### src/verilog/memmap_pkg.sv
package memmap_pkg;

	////////////////////////////////////////////////////////////////////////////
	// window layout
	////////////////////////////////////////////////////////////////////////////

	// 16k windows, selected by a[15:14]
	localparam int NUM_WINDOWS = 4;

	typedef logic [7:0] page_t;

	typedef struct packed {
		logic  rom;
		page_t page;
	} window_map_t;

	// index is the window number
	typedef window_map_t [NUM_WINDOWS-1:0] window_set_t;

	////////////////////////////////////////////////////////////////////////////
	// translated access
	////////////////////////////////////////////////////////////////////////////

	typedef struct packed {
		logic        rom;
		page_t       page;
		logic [13:0] offset;
		logic        wr;
	} mem_access_t;

	// plain 48k-style map, listed from window 3 down to window 0
	localparam window_set_t RESET_MAP = '{
		'{rom: 1'b0, page: 8'd0},
		'{rom: 1'b0, page: 8'd2},
		'{rom: 1'b0, page: 8'd5},
		'{rom: 1'b1, page: 8'd0}
	};

endpackage

### src/verilog/z80_bus_pkg.sv
package z80_bus_pkg;

	////////////////////////////////////////////////////////////////////////////
	// bus cycle payloads
	////////////////////////////////////////////////////////////////////////////

	// one out (port) write, port number on the low address byte
	typedef struct packed {
		logic [7:0] addr_hi;
		logic [7:0] port;
		logic [7:0] data;
	} io_write_t;

	// one memory read or write, m1 marks an opcode fetch
	typedef struct packed {
		logic [15:0] addr;
		logic        wr;
		logic        m1;
	} mem_cycle_t;

	////////////////////////////////////////////////////////////////////////////
	// port and address defaults
	////////////////////////////////////////////////////////////////////////////

	// ATM page registers, xxF7
	localparam logic [7:0] PAGER_PORT_DEFAULT  = 8'hF7;
	// ATM config, xx77
	localparam logic [7:0] CONFIG_PORT_DEFAULT = 8'h77;
	// TR-DOS entry points live at 3Dxx
	localparam logic [7:0] DOS_ENTRY_DEFAULT   = 8'h3D;

endpackage
### src/verilog/atm_mapper_top.sv
`timescale 1ns/100ps

module atm_mapper_top #(
	parameter logic [7:0] PAGER_PORT  = z80_bus_pkg::PAGER_PORT_DEFAULT,
	parameter logic [7:0] CONFIG_PORT = z80_bus_pkg::CONFIG_PORT_DEFAULT,
	parameter logic [7:0] DOS_ENTRY   = z80_bus_pkg::DOS_ENTRY_DEFAULT
) (
	input  logic                    fclk,
	input  logic                    rst,
	input  logic [15:0]             a,
	input  logic [7:0]              d,
	input  logic                    iorq_n,
	input  logic                    mreq_n,
	input  logic                    rd_n,
	input  logic                    wr_n,
	input  logic                    m1_n,
	output logic                    mem_valid,
	output memmap_pkg::mem_access_t mem_access,
	output logic                    dos
);

	import z80_bus_pkg::*;
	import memmap_pkg::*;

	logic        io_wr_stb;
	io_write_t   io_wr;
	logic        mem_stb;
	mem_cycle_t  mem_cyc;
	window_set_t win_map;

	////////////////////////////////////////////////////////////////////////////
	// z80 side
	////////////////////////////////////////////////////////////////////////////

	z80_bus_front u_front (
		.fclk     (fclk),
		.rst      (rst),
		.a        (a),
		.d        (d),
		.iorq_n   (iorq_n),
		.mreq_n   (mreq_n),
		.rd_n     (rd_n),
		.wr_n     (wr_n),
		.m1_n     (m1_n),
		.io_wr_stb(io_wr_stb),
		.io_wr    (io_wr),
		.mem_stb  (mem_stb),
		.mem_cyc  (mem_cyc)
	);

	////////////////////////////////////////////////////////////////////////////
	// ATM pagers, dos flag and translation
	////////////////////////////////////////////////////////////////////////////

	window_pagers #(
		.PAGER_PORT (PAGER_PORT),
		.CONFIG_PORT(CONFIG_PORT)
	) u_pagers (
		.fclk     (fclk),
		.rst      (rst),
		.io_wr_stb(io_wr_stb),
		.io_wr    (io_wr),
		.win_map  (win_map)
	);

	dos_control #(
		.DOS_ENTRY(DOS_ENTRY)
	) u_dos (
		.fclk    (fclk),
		.rst     (rst),
		.mem_stb (mem_stb),
		.mem_cyc (mem_cyc),
		.win0_rom(win_map[0].rom),
		.dos     (dos)
	);

	mem_translate u_translate (
		.fclk      (fclk),
		.rst       (rst),
		.mem_stb   (mem_stb),
		.mem_cyc   (mem_cyc),
		.win_map   (win_map),
		.dos       (dos),
		.mem_valid (mem_valid),
		.mem_access(mem_access)
	);

endmodule

### src/verilog/mem_translate.sv
`timescale 1ns/100ps

module mem_translate (
	input  logic                    fclk,
	input  logic                    rst,
	input  logic                    mem_stb,
	input  z80_bus_pkg::mem_cycle_t mem_cyc,
	input  memmap_pkg::window_set_t win_map,
	input  logic                    dos,
	output logic                    mem_valid,
	output memmap_pkg::mem_access_t mem_access
);

	import memmap_pkg::*;

	window_map_t sel;
	mem_access_t next_access;

	// window by a[15:14]
	assign sel = win_map[mem_cyc.addr[15:14]];

	always_comb
	begin
		next_access.rom    = sel.rom;
		next_access.page   = sel.page;
		next_access.offset = mem_cyc.addr[13:0];
		next_access.wr     = mem_cyc.wr;
		// rom pages are 32 deep, bit 0 picks basic or dos
		if (sel.rom)
			next_access.page = {3'b000, sel.page[4:1], dos};
	end

	always_ff @(posedge fclk)
	begin
		if (rst)
			mem_valid <= 1'b0;
		else
			mem_valid <= mem_stb;
	end

	always_ff @(posedge fclk)
	begin
		if (mem_stb)
			mem_access <= next_access;
	end

	// rom chip only decodes 5 page bits
	assert property (@(posedge fclk) disable iff (rst)
		mem_valid && mem_access.rom |-> (mem_access.page[7:5] == 3'b000));

endmodule

### src/verilog/dos_control.sv
`timescale 1ns/100ps

module dos_control #(
	parameter logic [7:0] DOS_ENTRY = z80_bus_pkg::DOS_ENTRY_DEFAULT
) (
	input  logic                    fclk,
	input  logic                    rst,
	input  logic                    mem_stb,
	input  z80_bus_pkg::mem_cycle_t mem_cyc,
	input  logic                    win0_rom,
	output logic                    dos
);

	logic fetch;
	logic dos_on;
	logic dos_off;

	// only opcode fetches move the flag
	assign fetch = mem_stb && mem_cyc.m1;

	// entry area counts only while basic rom sits in window 0
	assign dos_on = fetch && (mem_cyc.addr[15:8] == DOS_ENTRY) && win0_rom;

	// leaving rom space
	assign dos_off = fetch && (mem_cyc.addr[15:14] != 2'b00);

	always_ff @(posedge fclk)
	begin
		if (rst)
			dos <= 1'b0;
		else if (dos_on)
			dos <= 1'b1;
		else if (dos_off)
			dos <= 1'b0;
	end

	// a plain read or write never turns dos on
	assert property (@(posedge fclk) disable iff (rst)
		$rose(dos) |-> $past(mem_stb && mem_cyc.m1));

endmodule

### src/verilog/window_pagers.sv
`timescale 1ns/100ps

module window_pagers #(
	parameter logic [7:0] PAGER_PORT  = z80_bus_pkg::PAGER_PORT_DEFAULT,
	parameter logic [7:0] CONFIG_PORT = z80_bus_pkg::CONFIG_PORT_DEFAULT
) (
	input  logic                     fclk,
	input  logic                     rst,
	input  logic                     io_wr_stb,
	input  z80_bus_pkg::io_write_t   io_wr,
	output memmap_pkg::window_set_t  win_map
);

	import memmap_pkg::*;

	localparam int WIN_BITS = $clog2(NUM_WINDOWS);

	window_set_t         pages;
	logic                pager_on;
	logic                pager_wr;
	logic                config_wr;
	logic [WIN_BITS-1:0] wr_win;
	window_map_t         wr_map;

	////////////////////////////////////////////////////////////////////////////
	// port decode
	////////////////////////////////////////////////////////////////////////////

	assign pager_wr  = io_wr_stb && (io_wr.port == PAGER_PORT);
	assign config_wr = io_wr_stb && (io_wr.port == CONFIG_PORT);

	// window from a[15:14] of the out instruction
	assign wr_win = io_wr.addr_hi[7:6];

	// d7 low means rom
	assign wr_map.rom  = ~io_wr.data[7];
	assign wr_map.page = {1'b0, io_wr.data[6:0]};

	////////////////////////////////////////////////////////////////////////////
	// page registers and pager enable
	////////////////////////////////////////////////////////////////////////////

	always_ff @(posedge fclk)
	begin
		if (rst)
		begin
			pages    <= RESET_MAP;
			pager_on <= 1'b0;
		end
		else
		begin
			if (pager_wr)
				pages[wr_win] <= wr_map;
			if (config_wr)
				pager_on <= io_wr.data[0];
		end
	end

	// pager off keeps the fixed map, registers are still writable
	assign win_map = pager_on ? pages : RESET_MAP;

	// a page write leaves the other windows alone
	for (genvar i = 0; i < NUM_WINDOWS; i++)
	begin : g_win_check
		assert property (@(posedge fclk) disable iff (rst)
			pager_wr && (wr_win != i) |=> $stable(pages[i]));
	end

endmodule

### src/verilog/z80_bus_front.sv
`timescale 1ns/100ps

module z80_bus_front (
	input  logic                   fclk,
	input  logic                   rst,
	input  logic [15:0]            a,
	input  logic [7:0]             d,
	input  logic                   iorq_n,
	input  logic                   mreq_n,
	input  logic                   rd_n,
	input  logic                   wr_n,
	input  logic                   m1_n,
	output logic                   io_wr_stb,
	output z80_bus_pkg::io_write_t io_wr,
	output logic                   mem_stb,
	output z80_bus_pkg::mem_cycle_t mem_cyc
);

	import z80_bus_pkg::*;

	logic       io_wr_act;
	logic       mem_act;
	io_write_t  io_wr_raw;
	mem_cycle_t mem_raw;

	////////////////////////////////////////////////////////////////////////////
	// strobe decode
	////////////////////////////////////////////////////////////////////////////

	// port writes only, int ack has m1 low
	assign io_wr_act = ~iorq_n & ~wr_n & m1_n;

	// refresh has mreq without rd/wr and drops out here
	assign mem_act = ~mreq_n & (~rd_n | ~wr_n);

	assign io_wr_raw.addr_hi = a[15:8];
	assign io_wr_raw.port    = a[7:0];
	assign io_wr_raw.data    = d;

	assign mem_raw.addr = a;
	assign mem_raw.wr   = ~wr_n;
	assign mem_raw.m1   = ~m1_n;

	////////////////////////////////////////////////////////////////////////////
	// cycle latches
	////////////////////////////////////////////////////////////////////////////

	bus_cycle_latch #(
		.payload_t(io_write_t)
	) u_io_latch (
		.fclk      (fclk),
		.rst       (rst),
		.active    (io_wr_act),
		.payload_in(io_wr_raw),
		.stb       (io_wr_stb),
		.payload   (io_wr)
	);

	bus_cycle_latch #(
		.payload_t(mem_cycle_t)
	) u_mem_latch (
		.fclk      (fclk),
		.rst       (rst),
		.active    (mem_act),
		.payload_in(mem_raw),
		.stb       (mem_stb),
		.payload   (mem_cyc)
	);

endmodule

### src/verilog/bus_cycle_latch.sv
`timescale 1ns/100ps

module bus_cycle_latch #(
	parameter type payload_t = logic
) (
	input  logic     fclk,
	input  logic     rst,
	input  logic     active,
	input  payload_t payload_in,
	output logic     stb,
	output payload_t payload
);

	logic [1:0] act_sync;
	logic       act_prev;
	logic       act_rise;
	payload_t   pay_d1;
	payload_t   pay_d2;

	// rising edge of the synchronized level
	assign act_rise = act_sync[1] & ~act_prev;

	always_ff @(posedge fclk)
	begin
		if (rst)
		begin
			act_sync <= 2'b00;
			act_prev <= 1'b0;
			stb      <= 1'b0;
		end
		else
		begin
			act_sync <= {act_sync[0], active};
			act_prev <= act_sync[1];
			stb      <= act_rise;
		end
	end

	// payload follows the same two stages as active
	always_ff @(posedge fclk)
	begin
		pay_d1 <= payload_in;
		pay_d2 <= pay_d1;
		if (act_rise)
			payload <= pay_d2;
	end

	// one pulse per bus cycle
	assert property (@(posedge fclk) disable iff (rst) stb |=> !stb);

endmodule

### config.mk
export PLATFORM = sky130hd
export DESIGN_NAME = atm_mapper_top
export DESIGN_NICKNAME = d
export VERILOG_FILES = /design/src/verilog/memmap_pkg.sv /design/src/verilog/z80_bus_pkg.sv /design/src/verilog/atm_mapper_top.sv /design/src/verilog/mem_translate.sv /design/src/verilog/dos_control.sv /design/src/verilog/window_pagers.sv /design/src/verilog/z80_bus_front.sv /design/src/verilog/bus_cycle_latch.sv
export SDC_FILE = /design/constraint.sdc
export NUM_CORES = 1
export LEC_CHECK = 0
export ABC_AREA = 1
export BUFFER_PORTS_ARGS = -buffer_cell sky130_fd_sc_hd__buf_2
export CAP_MARGIN = 20
export CORE_MARGIN = 2
export CORE_UTILIZATION = 59
export CTS_CLUSTER_SIZE = 14
export DETAILED_ROUTE_END_ITERATION = 6
export PLACE_DENSITY = 0.79
export SETUP_SLACK_MARGIN = 0.05
export SYNTH_ARGS = -nofsm -noshare
export SYNTH_HDL_FRONTEND = slang
export SYNTH_HIERARCHICAL = 1
export SYNTH_SLANG_ARGS = --single-unit
### constraint.sdc
create_clock -name fclk -period 2.4 [get_ports fclk]
set_input_delay 0 -clock fclk [delete_from_list [all_inputs] [get_ports fclk]]
set_output_delay 0 -clock fclk [all_outputs]
set_load 0.03 [all_outputs]
==> results.sh <==
export IMPL_final_setup_tns_ps=0
export IMPL_rr_worst_depth=6
export IMPL_io_pins=57
export IMPL_grt_overflow=0
export IMPL_worstHoldEndpoint="u_front/u_io_latch/pay_d1[2]"
export IMPL_io_buffers=56
export IMPL_min_period_ps=1740
export IMPL_post_route_period_util_pct=72.5
export IMPL_placed_area_um2=6230
export IMPL_grt_pass1_vias=3905
export IMPL_max_cap_violations=0
export IMPL_critPathArrivalTime_ps=2210
export IMPL_cts_buffer_depth=2
export IMPL_netlist_instances=563
export IMPL_clkPwrFrac_pct=44.0
export IMPL_power_frac_comb_pct=2.3
export IMPL_max_freq_mhz=575
export IMPL_grt_first_pass_wirelength_um=17500
export IMPL_startpoint="wr_n"
export IMPL_hold_path_depth=2
export IMPL_wl_per_cell_um=13.2
export IMPL_netSwitchingFraction_pct=22.9
export IMPL_dieWidth_um=104
export IMPL_clkLatencyLatePin_ps=520
export IMPL_nFillCells=616
export IMPL_ys_warn_count=6
export IMPL_gp_congestion=0.840
export IMPL_cts_tree="done"
export IMPL_drive_above_1_share_pct=19.6
export IMPL_path_max_fanout=2
export IMPL_slew_viol_final=0
export IMPL_initial_utilization_pct=60.4
export IMPL_worstMarginPinSlew_ps=970
export IMPL_p_leak_nw=3.42
export IMPL_path_class="input pin to flip-flop"
export IMPL_h_tree_depth=4
export IMPL_synth_area_um2=5850
export IMPL_r2r_slack_ps=770
export IMPL_cts_resized=0
export IMPL_required_ps=2870
export IMPL_nNetsFinal=693
export IMPL_detail_route_drc_violations=0
export IMPL_rsz0062_at_grt="false"
export IMPL_dp_hpwl_um=6550
export IMPL_drtPass1Iterations=4
export IMPL_gr_usage_all_layers_pct=20.8
export IMPL_skew_ps=10.0
export IMPL_vias_per_cell=4.74
export IMPL_ir_drop_mv=0.715
export IMPL_antenna_found_initial=0
export IMPL_cts_sinks=175
export IMPL_postLayoutCellArea_um2=7140
export IMPL_slew_headroom_pct=35.2
export IMPL_status="completed"
export IMPL_grt_max_degree=34
export IMPL_finalHoldViolations=0
export IMPL_fp_row_count=36
export IMPL_clk_pin_slew_ps=70
export IMPL_hp_class="input pin to flip-flop"
export IMPL_routed_wl_um=10700
export IMPL_cts_setup_buffers=0
export IMPL_die_area_um2=10700
export IMPL_endpoint_kind="flip-flop"
export IMPL_vias=3828
export IMPL_numCtsBuffers=17
export IMPL_drt_iter0_drc=238
export IMPL_regToRegEndpoint="u_translate/mem_access[15]"
export IMPL_p_seq_share_pct=53.6
export IMPL_coreArea_um2=9680
export IMPL_worstHoldStart="d[2]"
export IMPL_setup_viol=0
export IMPL_ant_nets=0
export IMPL_antenna_cells=0
export IMPL_power_net_switching_w=0.00136
export IMPL_r2r_start="u_front/u_mem_latch/payload[16]"
export IMPL_die_y_um=104
export IMPL_internal_power_w=0.00456
export IMPL_powerDensity_nw_per_um2=829
export IMPL_syn_to_final_growth_pct=22.0
export IMPL_startpoint_type="input pin"
export IMPL_syn_area_per_cell_um2=10.4
export IMPL_root_buffer="clkbuf_8"
-- layout make-up --
| cell class | count | area [um2] | area share [%] |
|---|---|---|---|
| inverters | 98 | 373 | 5.22 |
| flip-flops and latches | 175 | 4100 | 57.5 |
| clock inverters | 14 | 166 | 2.33 |
| multi-input cells | 278 | 1280 | 17.9 |
| clock buffers | 18 | 418 | 5.85 |
| repair buffers | 92 | 631 | 8.83 |
| well taps | 133 | 166 | 2.33 |
-- repair_timing --
action                                 CTS  global route
endpoints found under the hold margin   46             0
setup endpoints to repair                0             0
hold buffers                            32             0
-- worst max-delay path, cell delays in order --
cell	delay, ps
dlygate4sd3_1	560
buf_2	140
a21oi_1	210
dlygate4sd3_1	620
inv_1	50
nor2_1	80
dlygate4sd3_1	540
-- metrics by stage --
stage	total power [W]	hold WS (ps)	setup WS (ps)	instances	utilization, %
after floorplan	0.00329	27.7	864	566	-
after global placement	0.00333	104	911	744	64.4
after detailed placement	0.00334	104	829	744	64.4
after CTS	0.00596	82.2	793	808	73.7
after global routing	0.00611	97.9	609	808	73.7
final	0.00592	111	660	808	73.7
-- flip-flops by register name, indices dropped and copies added, names as in the netlist, 2 cells and up --
register and count:
u_front/u_io_latch/pay_d2 18, u_front/u_io_latch/pay_d1 18, u_front/u_mem_latch/payload 18, u_front/u_mem_latch/act_sync 2
u_front/u_mem_latch/pay_d2 18, u_front/u_mem_latch/pay_d1 18, u_front/u_io_latch/payload 18, u_translate/mem_access 24
u_front/u_io_latch/act_sync 2, u_pagers/pages 32
-- power by group through the flow --
| stage | combinational [W] | sequential (W) | clock, W |
|---|---|---|---|
| 3_3_place_gp | 0.0000904 | 0.00323 | 0 |
| 5_1_grt | 0.000151 | 0.00318 | 0.00278 |
| 2_1_floorplan | 0.0000494 | 0.00324 | 0 |
| 3_5_place_dp | 0.0000943 | 0.00324 | 0 |
| 6_report | 0.000139 | 0.00317 | 0.00261 |
| 4_1_cts | 0.000135 | 0.00317 | 0.00265 |
-- how the worst max path moves through the flow --
| stage | slack, ps | to |
|---|---|---|
| detailed placement | 830 | u_translate/mem_access[15] |
| global placement | 910 | u_translate/mem_access[15] |
| floorplan | 860 | u_front/u_io_latch/payload[0] |
| global route | 610 | u_front/u_mem_latch/act_sync[0] |
| CTS | 790 | u_translate/mem_access[15] |
| finish | 660 | u_front/u_mem_latch/act_sync[0] |
-- cell usage in the layout (no fill, tap or decap), types with 8 or more instances in the layout --
master,instances
nand2_1,133
dfxtp_1,115
inv_1,87
nor2_1,75
edfxtp_1,60
buf_2,56
dlygate4sd3_1,32
clkbuf_16,16
nand3_1,14
inv_2,10
nand2_2,9
nor2_2,9
o21ai_0,8
-- layer usage --
metal / up-vias / wire length, um / track usage [%]
met1: 1794 / 4320 / 23.1
met2: 103 / 5620 / 37.6
met3: 23 / 496 / 5.29
li1: 1908 / - / -
met4: 0 / 225 / 9.17
met5: - / 0 / 0
No activity file was read; power rests on OpenSTA's default activity.
